### config.mk
export PLATFORM = sky130hd
export DESIGN_NAME = trace_unit_top
export DESIGN_NICKNAME = d
export VERILOG_FILES = /design/src/hw/trace_pkg.sv /design/src/hw/trace_encoder.sv /design/src/hw/trace_fifo.sv /design/src/hw/trace_apb_port.sv /design/src/hw/trace_unit_top.sv
export VERILOG_INCLUDE_DIRS = /design/src /design/src/include
export SDC_FILE = /design/constraint.sdc
export NUM_CORES = 1
export LEC_CHECK = 0
export ABC_AREA = 1
export ABC_CLOCK_PERIOD_IN_PS = 4550
export BUFFER_PORTS_ARGS = -buffer_cell sky130_fd_sc_hd__buf_2
export CAP_MARGIN = 20
export CELL_PAD_IN_SITES_DETAIL_PLACEMENT = 1
export CELL_PAD_IN_SITES_GLOBAL_PLACEMENT = 1
export CORE_MARGIN = 2
export CORE_UTILIZATION = 44
export CTS_CLUSTER_SIZE = 14
export DETAILED_ROUTE_END_ITERATION = 7
export MAX_ROUTING_LAYER = met4
export PLACE_DENSITY = 0.79
export SLEW_MARGIN = 20
export SYNTH_ARGS = -nofsm -noshare
export SYNTH_HDL_FRONTEND = slang
export SYNTH_HIERARCHICAL = 1
export SYNTH_SLANG_ARGS = --single-unit
### constraint.sdc
create_clock -name clk_i -period 4.55 [get_ports clk_i]
set_input_delay 0 -clock clk_i [delete_from_list [all_inputs] [get_ports clk_i]]
set_output_delay 0 -clock clk_i [all_outputs]
set_load 0.005 [all_outputs]
### src/include/trace_consts.svh
/*
 * Constants shared by the trace unit RTL. TRACE_FIFO_DEPTH must be a
 * power of two, and TRACE_LEVEL_W must stay at log2(depth) + 1.
 * Register offsets are 12-bit byte offsets within the APB window.
 */
`ifndef TRACE_CONSTS_SVH
`define TRACE_CONSTS_SVH

// Record buffer sizing
`define TRACE_FIFO_DEPTH 8
`define TRACE_LEVEL_W    4

// Saturating dropped-record counter
`define TRACE_DROP_W     16

// APB register map
`define TRACE_REG_CTRL   12'h000
`define TRACE_REG_STATUS 12'h004
`define TRACE_REG_PC     12'h008
`define TRACE_REG_INFO   12'h00C

`endif

### src/hw/trace_pkg.sv
/*
 * Trace record types. The info word of a record is read through the
 * insn view for plain retirements and the evt view when is_event is set.
 */
package trace_pkg;

  // Event view of the info word, 32 bits
  typedef struct packed {
    logic        trap;
    logic        intr;
    logic        halt;
    logic [1:0]  mode;
    logic [4:0]  rd_addr;
    logic [21:0] order;   // low bits of rvfi_order only
  } trace_event_t;

  // One word, two decodings
  typedef union packed {
    logic [31:0]  insn;
    trace_event_t evt;
  } trace_info_u;

  // Full record as stored in the FIFO, 65 bits
  typedef struct packed {
    logic        is_event;
    logic [31:0] pc;
    trace_info_u info;
  } trace_rec_t;

endpackage

### src/hw/trace_encoder.sv
/*
 * Registers one record per retirement while capture is enabled.
 * The core cannot be stalled, so a record that meets a full FIFO is lost
 * and counted; the counter saturates and a clear wins over a count.
 */
`timescale 1ns/100ps
`include "trace_consts.svh"

module trace_encoder import trace_pkg::*; (
  input  logic                     clk_i,
  input  logic                     rst_i,

  // Retirement port from the core
  input  logic                     rvfi_valid_i,
  input  logic [63:0]              rvfi_order_i,
  input  logic [31:0]              rvfi_insn_i,
  input  logic                     rvfi_trap_i,
  input  logic                     rvfi_halt_i,
  input  logic                     rvfi_intr_i,
  input  logic [1:0]               rvfi_mode_i,
  input  logic [4:0]               rvfi_rd_addr_i,
  input  logic [31:0]              rvfi_pc_rdata_i,

  // Control from the APB port
  input  logic                     trace_en_i,
  input  logic                     drop_clr_i,

  // FIFO write side
  input  logic                     full_i,
  output logic                     push_o,
  output trace_rec_t               push_rec_o,

  output logic [`TRACE_DROP_W-1:0] drop_cnt_o
);

  trace_rec_t               rec_d;
  trace_rec_t               rec_q;
  logic                     rec_valid_q;
  logic [`TRACE_DROP_W-1:0] drop_cnt_q;

  // Build the record from the current retirement
  always_comb begin
    rec_d          = '0;
    rec_d.is_event = rvfi_trap_i | rvfi_intr_i | rvfi_halt_i;
    rec_d.pc       = rvfi_pc_rdata_i;
    if (rec_d.is_event) begin
      rec_d.info.evt.trap    = rvfi_trap_i;
      rec_d.info.evt.intr    = rvfi_intr_i;
      rec_d.info.evt.halt    = rvfi_halt_i;
      rec_d.info.evt.mode    = rvfi_mode_i;
      rec_d.info.evt.rd_addr = rvfi_rd_addr_i;
      rec_d.info.evt.order   = rvfi_order_i[21:0];
    end else begin
      rec_d.info.insn = rvfi_insn_i;
    end
  end

  always_ff @(posedge clk_i) begin
    if (rst_i) begin
      rec_valid_q <= 1'b0;
    end else begin
      rec_valid_q <= rvfi_valid_i & trace_en_i;
    end
  end

  // Payload only
  always_ff @(posedge clk_i) begin
    if (rvfi_valid_i) begin
      rec_q <= rec_d;
    end
  end

  // Lost records, saturating
  always_ff @(posedge clk_i) begin
    if (rst_i) begin
      drop_cnt_q <= '0;
    end else if (drop_clr_i) begin
      drop_cnt_q <= '0;
    end else if (rec_valid_q && full_i && (drop_cnt_q != '1)) begin
      drop_cnt_q <= drop_cnt_q + 1'b1;
    end
  end

  // Push one cycle after the retirement is sampled
  assign push_o     = rec_valid_q & ~full_i;
  assign push_rec_o = rec_q;
  assign drop_cnt_o = drop_cnt_q;

endmodule

### src/hw/trace_fifo.sv
/*
 * First-word-fall-through record FIFO. DEPTH must be a power of two
 * and at least 2. A push while full or a pop while empty is ignored.
 */
`timescale 1ns/100ps
`include "trace_consts.svh"

module trace_fifo import trace_pkg::*; #(
  parameter int unsigned DEPTH = `TRACE_FIFO_DEPTH
) (
  input  logic                   clk_i,
  input  logic                   rst_i,

  input  logic                   push_i,
  input  trace_rec_t             push_rec_i,
  input  logic                   pop_i,

  output trace_rec_t             head_rec_o,
  output logic                   empty_o,
  output logic                   full_o,
  output logic [$clog2(DEPTH):0] level_o
);

  localparam int unsigned PTR_W = $clog2(DEPTH);

  trace_rec_t       mem_q [DEPTH];
  logic [PTR_W-1:0] wr_ptr_q;
  logic [PTR_W-1:0] rd_ptr_q;
  logic [PTR_W:0]   count_q;
  logic             do_push;
  logic             do_pop;

  assign do_push = push_i & ~full_o;
  assign do_pop  = pop_i & ~empty_o;

  // Storage
  always_ff @(posedge clk_i) begin
    if (do_push) begin
      mem_q[wr_ptr_q] <= push_rec_i;
    end
  end

  // Pointers wrap naturally at a power-of-two depth
  always_ff @(posedge clk_i) begin
    if (rst_i) begin
      wr_ptr_q <= '0;
      rd_ptr_q <= '0;
      count_q  <= '0;
    end else begin
      if (do_push) begin
        wr_ptr_q <= wr_ptr_q + 1'b1;
      end
      if (do_pop) begin
        rd_ptr_q <= rd_ptr_q + 1'b1;
      end
      case ({do_push, do_pop})
        2'b10:   count_q <= count_q + 1'b1;
        2'b01:   count_q <= count_q - 1'b1;
        default: count_q <= count_q;
      endcase
    end
  end

  assign head_rec_o = mem_q[rd_ptr_q];
  assign empty_o    = (count_q == '0);
  assign full_o     = (count_q == DEPTH[PTR_W:0]);
  assign level_o    = count_q;

endmodule

### src/hw/trace_apb_port.sv
/*
 * APB slave for the trace unit. No wait states; paddr_i is the 12-bit
 * byte offset in the block and only exact offsets are mapped. Reading
 * INFO pops the head record; writes to read-only registers are ignored.
 */
`timescale 1ns/100ps
`include "trace_consts.svh"

module trace_apb_port import trace_pkg::*; (
  input  logic                      clk_i,
  input  logic                      rst_i,

  // APB slave
  input  logic                      psel_i,
  input  logic                      penable_i,
  input  logic                      pwrite_i,
  input  logic [11:0]               paddr_i,
  input  logic [31:0]               pwdata_i,
  output logic [31:0]               prdata_o,
  output logic                      pready_o,
  output logic                      pslverr_o,

  // FIFO read side
  input  trace_rec_t                head_rec_i,
  input  logic                      empty_i,
  input  logic [`TRACE_LEVEL_W-1:0] level_i,
  output logic                      pop_o,

  // Encoder control
  input  logic [`TRACE_DROP_W-1:0]  drop_cnt_i,
  output logic                      trace_en_o,
  output logic                      drop_clr_o
);

  logic        access;
  logic        sel_ctrl;
  logic        sel_status;
  logic        sel_pc;
  logic        sel_info;
  logic        mapped;
  logic        ctrl_wr;
  logic        trace_en_q;
  logic [31:0] status_word;

  // Access phase of a transfer
  assign access = psel_i & penable_i;

  // Offset decode
  assign sel_ctrl   = (paddr_i == `TRACE_REG_CTRL);
  assign sel_status = (paddr_i == `TRACE_REG_STATUS);
  assign sel_pc     = (paddr_i == `TRACE_REG_PC);
  assign sel_info   = (paddr_i == `TRACE_REG_INFO);
  assign mapped     = sel_ctrl | sel_status | sel_pc | sel_info;

  assign ctrl_wr = access & pwrite_i & sel_ctrl;

  // Capture enable, CTRL bit 0
  always_ff @(posedge clk_i) begin
    if (rst_i) begin
      trace_en_q <= 1'b0;
    end else if (ctrl_wr) begin
      trace_en_q <= pwdata_i[0];
    end
  end

  // Clear pulse lands at the end of the access cycle, same as the write
  assign drop_clr_o = ctrl_wr & pwdata_i[1];
  assign trace_en_o = trace_en_q;

  // Pop only a real record
  assign pop_o = access & ~pwrite_i & sel_info & ~empty_i;

  // Unmapped offset, or INFO read with nothing to give
  assign pslverr_o = access & (~mapped | (~pwrite_i & sel_info & empty_i));
  assign pready_o  = 1'b1;

  // STATUS layout: drop count high, empty at bit 4, level low
  assign status_word = {drop_cnt_i,
                        {(32 - `TRACE_DROP_W - `TRACE_LEVEL_W - 1){1'b0}},
                        empty_i,
                        level_i};

  // Read mux
  always_comb begin
    prdata_o = '0;
    if (sel_ctrl) begin
      prdata_o[0] = trace_en_q;
    end else if (sel_status) begin
      prdata_o = status_word;
    end else if (sel_pc) begin
      // pc is halfword aligned, bit 0 carries the record kind
      prdata_o = {head_rec_i.pc[31:1], head_rec_i.is_event};
    end else if (sel_info) begin
      prdata_o = head_rec_i.info.insn;
    end
  end

endmodule

### src/hw/trace_unit_top.sv
/*
 * Retirement trace unit: encoder, record FIFO and APB read port.
 * A retirement sampled at edge N is readable over APB from edge N+2.
 */
`timescale 1ns/100ps
`include "trace_consts.svh"

module trace_unit_top import trace_pkg::*; (
  input  logic        clk_i,
  input  logic        rst_i,

  // Retirement port from the core
  input  logic        rvfi_valid_i,
  input  logic [63:0] rvfi_order_i,
  input  logic [31:0] rvfi_insn_i,
  input  logic        rvfi_trap_i,
  input  logic        rvfi_halt_i,
  input  logic        rvfi_intr_i,
  input  logic [1:0]  rvfi_mode_i,
  input  logic [4:0]  rvfi_rd_addr_i,
  input  logic [31:0] rvfi_pc_rdata_i,

  // APB slave
  input  logic        psel_i,
  input  logic        penable_i,
  input  logic        pwrite_i,
  input  logic [11:0] paddr_i,
  input  logic [31:0] pwdata_i,
  output logic [31:0] prdata_o,
  output logic        pready_o,
  output logic        pslverr_o
);

  logic                      push;
  trace_rec_t                push_rec;
  logic                      full;
  logic                      empty;
  logic                      pop;
  trace_rec_t                head_rec;
  logic [`TRACE_LEVEL_W-1:0] level;
  logic                      trace_en;
  logic                      drop_clr;
  logic [`TRACE_DROP_W-1:0]  drop_cnt;

  trace_encoder u_trace_encoder (
    .clk_i,
    .rst_i,
    .rvfi_valid_i,
    .rvfi_order_i,
    .rvfi_insn_i,
    .rvfi_trap_i,
    .rvfi_halt_i,
    .rvfi_intr_i,
    .rvfi_mode_i,
    .rvfi_rd_addr_i,
    .rvfi_pc_rdata_i,
    .trace_en_i (trace_en),
    .drop_clr_i (drop_clr),
    .full_i     (full),
    .push_o     (push),
    .push_rec_o (push_rec),
    .drop_cnt_o (drop_cnt)
  );

  trace_fifo #(
    .DEPTH (`TRACE_FIFO_DEPTH)
  ) u_trace_fifo (
    .clk_i,
    .rst_i,
    .push_i     (push),
    .push_rec_i (push_rec),
    .pop_i      (pop),
    .head_rec_o (head_rec),
    .empty_o    (empty),
    .full_o     (full),
    .level_o    (level)
  );

  trace_apb_port u_trace_apb_port (
    .clk_i,
    .rst_i,
    .psel_i,
    .penable_i,
    .pwrite_i,
    .paddr_i,
    .pwdata_i,
    .prdata_o,
    .pready_o,
    .pslverr_o,
    .head_rec_i (head_rec),
    .empty_i    (empty),
    .level_i    (level),
    .pop_o      (pop),
    .drop_cnt_i (drop_cnt),
    .trace_en_o (trace_en),
    .drop_clr_o (drop_clr)
  );

endmodule

* Word level (Yosys, flattened, before mapping) *
Memories as Yosys holds them, arrays and structs flattened. A register that Yosys moved wholly into a read port is not among the register bits.
Cells that the tools add are included.

operators by class
  bitwise operators = 24
  mux-type cells = 11
  reduce and logical (&&, ||, !) cells = 6
  add/sub/neg operators = 5
  equality and inequality tests = 7

operator list
  kind                   number
  $mux 32                4
  $mux 31                1
  $eq 12x4->1 const B    2
  $add 16x1->16 const B  1
  $ne 16x16->1 const B   1
  $and 1x1->1            14
  $eq 12x3->1 const B    1
  $logic_not 12->1       1
  $pmux 4 s2             1
  $add 3x1->3 const B    2
  $mux 3                 2
  $or 1x1->1             6
  $add 4x1->4 const B    1
  $eq 4x4->1 const B     1
  $logic_not 4->1        1
  $not 1->1              4
  $sub 4x1->4 const B    1
  $mux 1                 3
  $eq 2x1->1 const B     1
  $eq 2x2->1 const B     1
  $logic_and 1x1->1      2
  $reduce_bool 2->1      1
  $reduce_or 2->1        1

word-level totals
  logic and storage cells = 63
  memories kept = 1
  register bits after elaboration = 93
  output and inout bits = 34
  RAM bits = 520

memory list
  name                depth  width  read ports  clocked after Yosys merged registers in  wr ports  line              RTL
  u_trace_fifo.mem_q  8      65     1           1                                        1         trace_fifo.sv:26  trace_rec_t mem_q [DEPTH];

* Longest topological paths before layout *
  depth in word-level cells = 7
  gate-level depth with buffers = 18

* Modules after synthesis *
Netlist, hierarchy kept.

by module, submodules not included
  module          times used  cells an instance  area each (µm²)
  trace_fifo      1           1557               20893.8
  trace_encoder   1           257                3279.4
  trace_apb_port  1           237                1074.8

* Least setup slack after synthesis *
No wires, ideal clock.

  kind = reg-to-reg
  from = register u_trace_fifo.count_q[0], in the netlist u_trace_fifo/level_o[0]
  to = memory u_trace_fifo/mem_q[1][0] in the netlist's numbering, enable pin
  clock period less this slack = 4.261 ns
  data arrival time = 3.773 ns
  setup slack = 0.289 ns
  setup time = 0.488 ns
  stages on the path, launching flop included = 9
  cells stage by stage = dfxtp_1 nor2_1 nand3_1 inv_1 nor2_1 nand2_1 nor2_1 inv_1 nor2_1

between the ends
  word-level cells in the longest chain between the ends = 6

RTL lines
  what                          line                  RTL
  start: declaration            trace_fifo.sv:29      logic [PTR_W:0] count_q;
  start signal: assignment      trace_fifo.sv:57      2'b10: count_q <= count_q + 1'b1;
  start signal: assignment      trace_fifo.sv:58      2'b01: count_q <= count_q - 1'b1;
  start signal: assignment      trace_fifo.sv:59      default: count_q <= count_q;
  $eq 4x4->1                    trace_fifo.sv:66      assign full_o = (count_q == DEPTH[PTR_W:0]);
  via full                      trace_unit_top.sv:36  logic full;
  $not 1->1                     trace_encoder.sv:85   assign push_o = rec_valid_q & ~full_i;
  $and 1x1->1                   trace_encoder.sv:85
  via push                      trace_unit_top.sv:34  logic push;
  $and 1x1->1                   trace_fifo.sv:33      assign do_push = push_i & ~full_o;
  $mux 1                        trace_fifo.sv:38      if (do_push) begin
  $mux 1 (implied by the code)  trace_fifo.sv:39      mem_q[wr_ptr_q] <= push_rec_i;
  end: declaration              trace_fifo.sv:26

The timed path passes the listed nets, and every way through them passes these cells.

==> reports/results.tsv <==
stage	metric	value	unit
global_routing	use_met2	40.1	%
global_routing	grt_start_max_net_pins	133	
pwr	ir_worst_vdd	0.312	mV
clocking	cts_setup_buffers	0	
pwr	power.share.clock	45.0	%
timing	rsz0062_at_grt	no	
floorplanning	io_pins	222	
floorplanning	num_rows	87	
cells_and_area	regArea	17900	µm²
critical_path	crit_chain	inv_4 > buf_12 > buf_4 > o21ai_0 > o21ai_1 > nand2_1 > nand2_1 > inv_1 > o21ai_0 > buf_2	
clocking	clk_pin_slew	0.06	ns
place	gp_congestion	0.854	
pwr	seqPwrFrac	53.4	%
detailed_routing	dr.pass1.iters	5	
cells_and_area	num-fill-cells	5818	
clocking	cts_root_buf	clkbuf_16	
logic_synthesis	synth_nets	2223	
timing	finalWorstSetupSlack	1.31	ns
critical_path	worst_ep_required_time	4.55	ns
clocking	h-tree-depth	3	
timing	timing.hold.ws	-0.0276	ns
global_routing	grt_util_all_layers	23.5	%
flow_run	drv_cap	0	
floorplanning	start_util	44.4	%
floorplanning	die_h	242	µm
pwr	p_leak	10.5	nW
timing	worst_slew_pin_slew	1.05	ns
logic_synthesis	yosysWarnings	6	
logic_synthesis	avgSynthCellArea	12.3	µm²
detailed_routing	avgRoutedWirePerCell	21.9	µm
pwr	power.density	401	nW/µm²
cells_and_area	diodes	0	
critical_path	crit_buf_inv	5	
logic_synthesis	syn_area	24900	µm²
detailed_routing	drtIter0Drc	1306	
timing	relSlewSlack	29.7	%
global_routing	grt_pass1_vias	17800	
place	post-place-ws	1.52	ns
critical_path	critPathKind	register to output port	
logic_synthesis	synth_cells	2029	
detailed_routing	vias_per_cell	5.45	
critical_path	cp_max_fo	78	
critical_path	end_kind	output port	
clocking	cts.path.max_buffers	3	
pwr	swShare	19.6	%
critical_path	cp-start-kind	register	
detailed_routing	num_vias	16700	
pwr	p_sw	2.32	mW
clocking	cts.sinks	607	
clocking	cts_buffers	66	
worst_hold_path	min_path_type	primary input to register	
pwr	pwr-share-comb	1.6	%
cells_and_area	area_delta_synth_final	18.4	%
timing	fmax	309	MHz
cells_and_area	drive_gt1_share	14.2	%
place	numPortBuffers	147	
timing	setup_viol	0	
clocking	clock_latency	0.60	ns
detailed_routing	ant_nets	0	
timing	setup_tns	0	ns
outcome	run_status	finished, violations left	
place	hpwlAfterDp	37300	µm
clocking	cts_tree	yes	
timing	fin_crit	3.24	ns
global_routing	overflow	0	
critical_path	slowest_stage	dfxtp_4	
timing	final-hold-violation-count	15	
global_routing	antenna_found_initial	1	
floorplanning	die_w	242	µm
cells_and_area	multiInputGateArea	6120	µm²
critical_path	crit_arrival	3.24	ns
timing	drv_slew	0	
pwr	internal-power	9.51	mW
outcome	violations	negative hold slack	
floorplanning	die_area	58500	µm²
critical_path	critPathTopFamily	buffers and inverters	
global_routing	grtUsageMet3	3.76	%
cells_and_area	nets	2449	
floorplanning	core_area	56200	µm²
timing	finClkSkew	0.0305	ns
global_routing	grt_pass1_wl	102000	µm
detailed_routing	drt-total-wl	67000	µm
global_routing	busiest_layer	met2	
detailed_routing	post-route-drc-count	0	
global_routing	gr-usage-met1	28.1	%
critical_path	cpPeakStageDelay	0.46	ns
timing	fin_crit_sh	71.1	%
==> layout make-up <==
type                       count  share of cell area [%]
clock buffer                  81                    6.04
clock inverter                36                    1.22
inverter                      75                   0.967
multi-input combinational   1230                    20.7
timing repair buffer         275                    7.03
tap                          756                    3.21
sequential                   607                    60.8
==> power by group through the flow <==
stage | sequential, mW | combinational, mW | clock (mW)
after floorplan | 6.39 | 0.0404 | 0
after global placement | 6.42 | 0.115 | 0
after detailed placement | 6.43 | 0.118 | 0
after CTS | 6.32 | 0.190 | 5.40
after global routing | 6.33 | 0.210 | 5.60
final | 6.31 | 0.193 | 5.32
==> worst paths after layout <==
check | start | end | slack (ns) | depth (start not counted)
max reg2reg | u_trace_fifo/level_o[1] | u_trace_fifo/mem_q[7][42] | 1.61 | 9
min reg2reg | u_trace_apb_port/trace_en_o | u_trace_encoder/rec_valid_q | 0.49 | 2
max | register | prdata_o[7] | 1.31 | 10
min | pwdata_i[1] | u_trace_encoder/drop_cnt_o[9] | -0.03 | 6
==> repair_timing <==
| action | in CTS | in global routing |
|---|---|---|
| resized for setup | 0 | 0 |
| endpoints found under the hold margin | 78 | 0 |
| hold buffers | 99 | 0 |
==> sequential cells by signal, indices dropped and copies added (netlist names), named ones only <==
name and flops:
u_trace_encoder/push_rec_o 64, u_trace_fifo/mem_q 512, u_trace_fifo/level_o 4, u_trace_apb_port/trace_en_o 1, u_trace_encoder/rec_valid_q 1, u_trace_fifo/wr_ptr_q 3
u_trace_encoder/drop_cnt_o 16, u_trace_fifo/rd_ptr_q 3
==> cells in the final DEF (no fill, tap or decap), drive strengths merged <==
master / count
edfxtp: 576
nor2: 382
o21ai: 293
nand2: 280
buf: 176
dlygate4sd3: 99
clkbuf: 81
inv: 77
o22ai: 65
mux2i: 64
nand3: 63
dfxtp: 31
mux2: 29
clkinv: 26
a21oi: 22
nor3: 9
bufinv: 7
nand4: 7
ha: 6
xnor2: 2
nor3b: 2
clkinvlp: 1
nor4: 1
conb: 1
nand3b: 1
xor2: 1
a211oi: 1
or2: 1
==> per-stage QoR <==
step	utilization, %	power, mW	cell area, µm²	instances
after floorplan	-	6.43	24900	2029
after global placement	46.9	6.53	26400	2844
after detailed placement	46.9	6.55	26400	2844
after CTS	52.5	11.9	29500	3060
after global routing	52.5	12.1	29500	3060
final	52.5	11.8	29500	3060
==> worst reg2reg max path, delay by kind of cell, from the launching register on <==
kind | cells | cell delay [ns]
buffers and inverters | 3 | 0.67
AND/OR/NAND/NOR | 6 | 1.42
flip-flops | 1 | 0.44
==> per-layer routing <==
metal / vias up / share of wire (%)
met3: 121 / 5.3
met1: 8429 / 41
li1: 7645 / -
met4: 0 / 2.7
met5: - / 0
met2: 490 / 51
Power figures use the tool's default switching activity.
